$ cat src/common/bus_pkg.sv
/*
 * Bus-side types of the instruction prefetch unit.
 * Read requests and read responses of the instruction bus.
 */
package bus_pkg;

  // Read request, accepted on valid and ready
  typedef struct packed {
    // Word address to read
    logic [31:0] addr;
  } bus_req_t;

  // Read response, returned in request order
  typedef struct packed {
    // Read data, one instruction word
    logic [31:0] rdata;
  } bus_rsp_t;

endpackage

$ cat src/common/fetch_pkg.sv
/*
 * Core-side types of the instruction prefetch unit.
 * Modules take them through a wildcard import in the module header.
 */
package fetch_pkg;

  //////////////////////////////////////////////////////////////////////
  // Widths
  //////////////////////////////////////////////////////////////////////

  // Address and instruction word width, the core is fixed at 32 bits
  localparam int ADDR_W = 32;

  //////////////////////////////////////////////////////////////////////
  // Controller state and fetch output
  //////////////////////////////////////////////////////////////////////

  // Prefetch controller state
  typedef enum logic [1:0] {
    // Sequential fetching, or waiting for enable / credit
    IDLE        = 2'b00,
    // Branch target held until the bus accepts it
    BRANCH_WAIT = 2'b01
  } prefetch_state_e;

  // Instruction word handed over to the fetch stage
  typedef struct packed {
    // Word address of the instruction
    logic [ADDR_W-1:0] addr;
    // Raw instruction word from the bus
    logic [ADDR_W-1:0] instr;
  } fetch_out_t;

endpackage

$ cat src/prefetcher/prefetch_buffer.sv
/*
 * Prefetch FIFO between the response tracker and the fetch stage.
 * Words are written one cycle before they show on the output;
 * a flush empties it. The occupancy count feeds request credit.
 */
`timescale 1ns/10ps

module prefetch_buffer import fetch_pkg::*; #(
  parameter int FIFO_DEPTH = 4,
  parameter int CNT_W      = 4
) (
  input  logic             clk,
  input  logic             rst_n,
  input  logic             flush_i,
  // Write side from the tracker
  input  logic             wr_valid_i,
  input  fetch_out_t       wr_data_i,
  // Read side to the fetch stage
  output logic             rd_valid_o,
  input  logic             rd_ready_i,
  output fetch_out_t       rd_data_o,
  // Occupancy
  output logic [CNT_W-1:0] count_o
);

  localparam int PTR_W = $clog2(FIFO_DEPTH);

  fetch_out_t       mem [FIFO_DEPTH];
  logic [PTR_W-1:0] wr_ptr_q;
  logic [PTR_W-1:0] rd_ptr_q;
  logic [CNT_W-1:0] count_q;
  logic             wr_en;
  logic             rd_en;

  // Writes during a flush belong to the old stream
  assign wr_en = wr_valid_i && !flush_i;
  assign rd_en = rd_valid_o && rd_ready_i;

  // Head entry is a register, so data holds while not taken
  assign rd_valid_o = count_q != '0;
  assign rd_data_o  = mem[rd_ptr_q];
  assign count_o    = count_q;

  // Payload storage
  always_ff @(posedge clk) begin
    if (wr_en) begin
      mem[wr_ptr_q] <= wr_data_i;
    end
  end

  // Pointers and count, wrap at FIFO_DEPTH
  always_ff @(posedge clk or negedge rst_n) begin
    if (!rst_n) begin
      wr_ptr_q <= '0;
      rd_ptr_q <= '0;
      count_q  <= '0;
    end else if (flush_i) begin
      wr_ptr_q <= '0;
      rd_ptr_q <= '0;
      count_q  <= '0;
    end else begin
      if (wr_en) begin
        wr_ptr_q <= (wr_ptr_q == PTR_W'(FIFO_DEPTH - 1)) ? '0 : wr_ptr_q + 1'b1;
      end
      if (rd_en) begin
        rd_ptr_q <= (rd_ptr_q == PTR_W'(FIFO_DEPTH - 1)) ? '0 : rd_ptr_q + 1'b1;
      end
      count_q <= count_q + CNT_W'(wr_en) - CNT_W'(rd_en);
    end
  end

endmodule

$ cat src/prefetcher/prefetch_controller.sv
/*
 * Prefetch request FSM. Turns a taken branch into a bus read of the
 * target, then streams reads at the last accepted address plus 4 as
 * long as buffer credit allows. Also signals accepts and flushes.
 */
`timescale 1ns/10ps

module prefetch_controller import fetch_pkg::*, bus_pkg::*; #(
  parameter int FIFO_DEPTH = 4,
  parameter int CNT_W      = 4
) (
  input  logic              clk,
  input  logic              rst_n,
  // Fetch stage control
  input  logic              fetch_en_i,
  input  logic              branch_i,
  input  logic [ADDR_W-1:0] branch_addr_i,
  // Bus read request
  output logic              bus_req_valid_o,
  input  logic              bus_req_ready_i,
  output bus_req_t          bus_req_o,
  // Credit inputs from tracker and buffer
  input  logic [CNT_W-1:0]  outstanding_cnt_i,
  input  logic [CNT_W-1:0]  buf_count_i,
  // Request accepted / stream redirected
  output logic              req_fire_o,
  output logic              flush_o
);

  prefetch_state_e   state_q;
  prefetch_state_e   state_d;
  logic [ADDR_W-1:0] last_addr_q;
  logic [ADDR_W-1:0] held_addr_q;
  logic              started_q;
  logic [CNT_W:0]    credit_used;
  logic              credit_ok;
  logic              seq_req;

  //////////////////////////////////////////////////////////////////////
  // Credit
  //////////////////////////////////////////////////////////////////////

  // Slots in use: words buffered plus reads still in flight
  assign credit_used = {1'b0, buf_count_i} + {1'b0, outstanding_cnt_i};
  assign credit_ok   = credit_used < (CNT_W + 1)'(FIFO_DEPTH);

  // Sequential read needs enable, a started stream and a free slot
  assign seq_req = fetch_en_i && started_q && credit_ok;

  //////////////////////////////////////////////////////////////////////
  // Request select
  //////////////////////////////////////////////////////////////////////

  always_comb begin
    // Default is the next sequential word
    bus_req_o.addr  = last_addr_q + ADDR_W'(4);
    bus_req_valid_o = 1'b0;
    if (branch_i) begin
      // Branch goes straight out, no enable or credit check
      bus_req_valid_o = 1'b1;
      bus_req_o.addr  = branch_addr_i;
    end else if (state_q == BRANCH_WAIT) begin
      // Keep presenting the stalled branch target
      bus_req_valid_o = 1'b1;
      bus_req_o.addr  = held_addr_q;
    end else begin
      bus_req_valid_o = seq_req;
    end
  end

  assign req_fire_o = bus_req_valid_o && bus_req_ready_i;
  // Any branch discards the old stream
  assign flush_o    = branch_i;

  // Next state
  always_comb begin
    state_d = state_q;
    if (branch_i) begin
      state_d = bus_req_ready_i ? IDLE : BRANCH_WAIT;
    end else if ((state_q == BRANCH_WAIT) && bus_req_ready_i) begin
      state_d = IDLE;
    end
  end

  //////////////////////////////////////////////////////////////////////
  // Registers
  //////////////////////////////////////////////////////////////////////

  always_ff @(posedge clk or negedge rst_n) begin
    if (!rst_n) begin
      state_q     <= IDLE;
      started_q   <= 1'b0;
      last_addr_q <= '0;
    end else begin
      state_q <= state_d;
      // First branch after reset opens the stream
      if (branch_i) begin
        started_q <= 1'b1;
      end
      if (req_fire_o) begin
        last_addr_q <= bus_req_o.addr;
      end
    end
  end

  // Branch target, only read back in BRANCH_WAIT
  always_ff @(posedge clk) begin
    if (branch_i) begin
      held_addr_q <= branch_addr_i;
    end
  end

endmodule

$ cat src/source/bus_resp_tracker.sv
/*
 * Tracks reads in flight on the instruction bus. Pairs each response
 * with its request address and drops responses of reads issued
 * before a branch, so only the live stream reaches the buffer.
 */
`timescale 1ns/10ps

module bus_resp_tracker import fetch_pkg::*, bus_pkg::*; #(
  parameter int FIFO_DEPTH = 4,
  parameter int CNT_W      = 4
) (
  input  logic              clk,
  input  logic              rst_n,
  // Accepted request
  input  logic              req_fire_i,
  input  logic [ADDR_W-1:0] req_addr_i,
  input  logic              flush_i,
  // Bus response, in request order
  input  logic              bus_rsp_valid_i,
  input  bus_rsp_t          bus_rsp_i,
  // Credit and kept responses
  output logic [CNT_W-1:0]  outstanding_cnt_o,
  output logic              rsp_valid_o,
  output fetch_out_t        rsp_o
);

  localparam int PTR_W = $clog2(FIFO_DEPTH);

  logic [ADDR_W-1:0] addr_mem [FIFO_DEPTH];
  logic [PTR_W-1:0]  wr_ptr_q;
  logic [PTR_W-1:0]  rd_ptr_q;
  logic [CNT_W-1:0]  out_cnt_q;
  logic [CNT_W-1:0]  discard_q;
  logic              drop;

  //////////////////////////////////////////////////////////////////////
  // Response filter
  //////////////////////////////////////////////////////////////////////

  // Old-stream response, either pending discard or arriving on a flush
  assign drop        = bus_rsp_valid_i && (flush_i || (discard_q != '0));
  assign rsp_valid_o = bus_rsp_valid_i && !drop;
  assign rsp_o.addr  = addr_mem[rd_ptr_q];
  assign rsp_o.instr = bus_rsp_i.rdata;

  assign outstanding_cnt_o = out_cnt_q;

  // Address queue holds only reads of the live stream
  always_ff @(posedge clk) begin
    if (req_fire_i) begin
      addr_mem[wr_ptr_q] <= req_addr_i;
    end
  end

  always_ff @(posedge clk or negedge rst_n) begin
    if (!rst_n) begin
      wr_ptr_q  <= '0;
      rd_ptr_q  <= '0;
      out_cnt_q <= '0;
      discard_q <= '0;
    end else begin
      // All accepted reads count, dropped or not
      out_cnt_q <= out_cnt_q + CNT_W'(req_fire_i) - CNT_W'(bus_rsp_valid_i);
      if (req_fire_i) begin
        wr_ptr_q <= (wr_ptr_q == PTR_W'(FIFO_DEPTH - 1)) ? '0 : wr_ptr_q + 1'b1;
      end
      if (flush_i) begin
        // Everything in flight before the branch read is stale
        discard_q <= out_cnt_q - CNT_W'(bus_rsp_valid_i);
        // Branch read, if accepted now, lands at the old write pointer
        rd_ptr_q  <= wr_ptr_q;
      end else begin
        if (drop) begin
          discard_q <= discard_q - 1'b1;
        end
        if (rsp_valid_o) begin
          rd_ptr_q <= (rd_ptr_q == PTR_W'(FIFO_DEPTH - 1)) ? '0 : rd_ptr_q + 1'b1;
        end
      end
    end
  end

endmodule

$ cat src/source/prefetch_unit.sv
/*
 * Instruction prefetch unit top level.
 * Joins the request FSM, the response tracker and the prefetch FIFO.
 * FIFO_DEPTH sets buffer size and the read credit limit.
 */
`timescale 1ns/10ps

module prefetch_unit import fetch_pkg::*, bus_pkg::*; #(
  parameter int FIFO_DEPTH = 4
) (
  input  logic              clk,
  input  logic              rst_n,
  // Fetch stage
  input  logic              fetch_en_i,
  input  logic              branch_i,
  input  logic [ADDR_W-1:0] branch_addr_i,
  output logic              instr_valid_o,
  input  logic              instr_ready_i,
  output fetch_out_t        instr_o,
  // Instruction bus
  output logic              bus_req_valid_o,
  input  logic              bus_req_ready_i,
  output bus_req_t          bus_req_o,
  input  logic              bus_rsp_valid_i,
  input  bus_rsp_t          bus_rsp_i
);

  // Counts reach past FIFO_DEPTH while stale reads drain
  localparam int CNT_W = $clog2(FIFO_DEPTH + 1) + 1;

  logic             req_fire;
  logic             flush;
  logic [CNT_W-1:0] outstanding_cnt;
  logic [CNT_W-1:0] buf_count;
  logic             rsp_keep_valid;
  fetch_out_t       rsp_keep;

  prefetch_controller #(
    .FIFO_DEPTH (FIFO_DEPTH),
    .CNT_W      (CNT_W)
  ) ctrl0 (
    .clk               (clk),
    .rst_n             (rst_n),
    .fetch_en_i        (fetch_en_i),
    .branch_i          (branch_i),
    .branch_addr_i     (branch_addr_i),
    .bus_req_valid_o   (bus_req_valid_o),
    .bus_req_ready_i   (bus_req_ready_i),
    .bus_req_o         (bus_req_o),
    .outstanding_cnt_i (outstanding_cnt),
    .buf_count_i       (buf_count),
    .req_fire_o        (req_fire),
    .flush_o           (flush)
  );

  bus_resp_tracker #(
    .FIFO_DEPTH (FIFO_DEPTH),
    .CNT_W      (CNT_W)
  ) trk0 (
    .clk               (clk),
    .rst_n             (rst_n),
    .req_fire_i        (req_fire),
    .req_addr_i        (bus_req_o.addr),
    .flush_i           (flush),
    .bus_rsp_valid_i   (bus_rsp_valid_i),
    .bus_rsp_i         (bus_rsp_i),
    .outstanding_cnt_o (outstanding_cnt),
    .rsp_valid_o       (rsp_keep_valid),
    .rsp_o             (rsp_keep)
  );

  prefetch_buffer #(
    .FIFO_DEPTH (FIFO_DEPTH),
    .CNT_W      (CNT_W)
  ) buf0 (
    .clk        (clk),
    .rst_n      (rst_n),
    .flush_i    (flush),
    .wr_valid_i (rsp_keep_valid),
    .wr_data_i  (rsp_keep),
    .rd_valid_o (instr_valid_o),
    .rd_ready_i (instr_ready_i),
    .rd_data_o  (instr_o),
    .count_o    (buf_count)
  );

endmodule

$ cat config.mk
export PLATFORM = sky130hd
export DESIGN_NAME = prefetch_unit
export DESIGN_NICKNAME = d
export VERILOG_FILES = /design/src/common/bus_pkg.sv /design/src/common/fetch_pkg.sv /design/src/prefetcher/prefetch_buffer.sv /design/src/prefetcher/prefetch_controller.sv /design/src/source/bus_resp_tracker.sv /design/src/source/prefetch_unit.sv
export SDC_FILE = /design/constraint.sdc
export NUM_CORES = 1
export LEC_CHECK = 0
export BUFFER_PORTS_ARGS = -buffer_cell sky130_fd_sc_hd__clkbuf_2
export CELL_PAD_IN_SITES_DETAIL_PLACEMENT = 0
export CELL_PAD_IN_SITES_GLOBAL_PLACEMENT = 1
export CORE_ASPECT_RATIO = 1.2
export CORE_MARGIN = 3
export CORE_UTILIZATION = 40
export DETAILED_ROUTE_END_ITERATION = 12
export PLACE_DENSITY_LB_ADDON = 0.08
export SETUP_SLACK_MARGIN = 0.1
export SLEW_MARGIN = 20
export SYNTH_ARGS = -nofsm -noshare
export SYNTH_HDL_FRONTEND = slang
export SYNTH_HIERARCHICAL = 1
export SYNTH_SLANG_ARGS = --single-unit
$ cat constraint.sdc
create_clock -name clk -period 4 [get_ports clk]
set_input_delay 0.6 -clock clk [delete_from_list [all_inputs] [get_ports clk]]
set_output_delay 0.6 -clock clk [all_outputs]
set_load 0.005 [all_outputs]
==> results.sh <==
export IMPL_htree_levels=2
export IMPL_rsz0062_at_grt="no"
export IMPL_antenna_found_initial=0
export IMPL_routedWlPerCell_um=21.6
export IMPL_yosysMostFrequentCell="edfxtp_1"
export IMPL_cts_setup_buffers=0
export IMPL_worstMarginPinSlew_ps=1000
export IMPL_grt_first_pass_wirelength_um=63400
export IMPL_drt_iter0_drc=464
export IMPL_die_w_um=206
export IMPL_seqPwrFrac_pct=47.7
export IMPL_layout_drive_gt1_share_pct=32.0
export IMPL_synthArstFlopShare_pct=11.5
export IMPL_routed_via_density=5.22
export IMPL_grt_pass1_vias=10418
export IMPL_setup_viol=0
export IMPL_startpoint_type="flip-flop"
export IMPL_grt_max_degree=77
export IMPL_leakage_nw=7.69
export IMPL_port_buffers=168
export IMPL_multi_input_area_um2=4770
export IMPL_fin_cells=1893
export IMPL_fin_skew_ps=12.7
export IMPL_p_int_w=0.0101
export IMPL_maxSlewHeadroom_pct=32.7
export IMPL_period_needed_ps=3670
export IMPL_dp_cells=1803
export IMPL_start_util_pct=40.7
export IMPL_status="complete, no violations"
export IMPL_place_gp_congestion=0.755
export IMPL_drt_wl_total_um=40800
export IMPL_n_antenna_cell=0
export IMPL_power_share_clock_pct=33.2
export IMPL_yosys_area_top_type="edfxtp_1"
export IMPL_synth_area_top_cells="edfxtp_1, mux4_2, dfrtp_1, buf_4, ha_1"
export IMPL_regArea_um2=13900
export IMPL_ys_ff_latch=470
export IMPL_io_pins=169
export IMPL_syn_area_per_cell_um2=18.3
export IMPL_nNetsFinal=1332
export IMPL_dieArea_um2=50900
export IMPL_cts_tree="done"
export IMPL_path_max_fanout=6
export IMPL_stdcell_area_um2=22300
export IMPL_n_fill_cell=4141
export IMPL_grt_usage_pct=16.5
export IMPL_cts_buffers=50
export IMPL_synth_nets=1155
export IMPL_die_h_um=246
export IMPL_synth_edff_count=416
export IMPL_grt_overflow=0
export IMPL_synth_area_um2=19300
export IMPL_ys_seq_area_share_pct=71.8
export IMPL_hpwl_um=26600
export IMPL_clockRootBuffer="clkbuf_16"
export IMPL_syn_inst=1055
export IMPL_synth_top_area_share_pct=64.8
export IMPL_hold_buffers=0
export IMPL_synth_flop_cell="edfxtp_1"
export IMPL_setup_tns_ps=0
export IMPL_fp_row_count=87
export IMPL_vias=9884
export IMPL_crit_path_end_kind="primary output"
export IMPL_layout_area_overhead_vs_synth_pct=15.9
export IMPL_synthTopCellsByCount="edfxtp_1, mux4_2, dfrtp_1"
export IMPL_cts_resized=0
export IMPL_irDropWorstVdd_mv=0.306
export IMPL_drv_slew=0
export IMPL_cts_path_max_buffers=3
export IMPL_p_switching_w=0.00372
export IMPL_clock_sinks=470
export IMPL_drc=0
export IMPL_route_antenna_remaining_nets=0
export IMPL_yosysUniqueCellTypes=69
export IMPL_clk_latency_ps=570
export IMPL_pwr_share_comb_pct=19.1
export IMPL_critical_path_class="reg -> out"
export IMPL_swShare_pct=26.9
export IMPL_arrival_ps=3070
export IMPL_max_freq_mhz=273
export IMPL_ys_warn_count=6
export IMPL_clkTransAtPathRegs_ps=60
export IMPL_hold_violations=0
export IMPL_maxCapViolCount=0
export IMPL_min_period_over_period_pct=91.7
export IMPL_crit_required_ps=3400
export IMPL_dr_pass1_iters=5
export IMPL_hold_class="in -> async"
export IMPL_powerDensity_nw_per_um2=618
export IMPL_postPlaceCellArea_um2=20700
export IMPL_coreArea_um2=47400
## state kept, by name, summed over array words and instances, names as in the netlist
signal / count
trk0/rd_ptr_q: 2
ctrl0/held_addr_q: 32
buf0/rd_ptr_q: 2
trk0/addr_mem: 128
trk0/wr_ptr_q: 2
trk0/discard_q: 4
ctrl0/last_addr_q: 32
buf0/count_o: 4
buf0/wr_ptr_q: 2
trk0/outstanding_cnt_o: 4
ctrl0/started_q: 1
buf0/mem: 256
ctrl0/state_q: 1
## stage by stage
stage | setup slack (ps) | total power, W | utilization, % | hold slack (ps)
finish | 333 | 0.0138 | 47.2 | 76.2
global route | 126 | 0.0146 | 47.2 | 84.0
CTS | 232 | 0.0141 | 47.2 | 64.2
detailed placement | 877 | 0.00941 | 43.7 | 454
global placement | 941 | 0.00936 | 43.7 | 450
floorplan | 635 | 0.00843 | - | 304
## cells in the final DEF, fill, tap and decap left out, drive strengths merged, types with 25 or more instances in the layout
master	n
edfxtp	416
clkbuf	228
buf	36
inv	31
o21ai	30
mux4	96
dfrtp	54
nand2	49
a21oi	43
nor2	25
ha	27
## kinds of logic (layout without fill, tap and decap cells)
kind of cell,Yosys count,count (layout),synth area share (%)
adders and majority gates,29,29,1.96
muxes,114,114,12.2
buffers and inverters,110,325,3.47
DFF,470,470,71.8
AOI/OAI and AO/OA,136,136,4.44
and+or+nand+nor,166,166,4.70
xor gates and xnor gates,30,30,1.36
## worst max-delay path, cell delays in order (launching register included)
cell and delay, ps:
dfrtp_1 430, ha_1 280, nand2_1 120, or4_4 520, nand4b_1 260, xor2_1 190
a21oi_1 490, clkbuf_2 210
## final timing paths
| path | from | endpoint | slack [ps] | cells after the start |
|---|---|---|---|---|
| max | ctrl0/last_addr_q[2] | bus_req_o[26] | 330 | 7 |
| max in group asynchronous | rst_n | buf0/rd_ptr_q[0] | 3230 | 2 |
| min | rst_n | ctrl0/last_addr_q[23] | 80 | 1 |
| min in group clk | bus_req_ready_i | ctrl0/state_q[0] | 210 | 2 |
| min reg2reg | ctrl0/started_q | ctrl0/started_q | 470 | 1 |
| max reg2reg | trk0/discard_q[0] | buf0/count_o[2] | 1110 | 13 |
## per-layer routing
metal,vias up,global-route usage (%),wire length (um)
met2,223,26.7,19700
met4,0,4.69,998
met5,-,0,0
met1,5067,23.0,18200
li1,4537,-,-
met3,57,3.24,1890
## power groups by stage
stage | clock network, W | registers (W) | logic, W
after floorplan | 0 | 0.00636 | 0.00207
after global placement | 0 | 0.00670 | 0.00267
after detailed placement | 0 | 0.00671 | 0.00270
after CTS | 0.00475 | 0.00661 | 0.00271
after global routing | 0.00495 | 0.00668 | 0.00295
final | 0.00458 | 0.00659 | 0.00264
## area by class of cell
cell class / count / area share [%]
tap: 623 / 3.49
clock inverter: 29 / 1.36
sequential: 470 / 62.0
timing repair buffer: 203 / 5.29
clock buffer: 61 / 5.93
inverter: 32 / 0.538
multi-input combinational: 475 / 21.4
(Power assumes the default switching activity.)
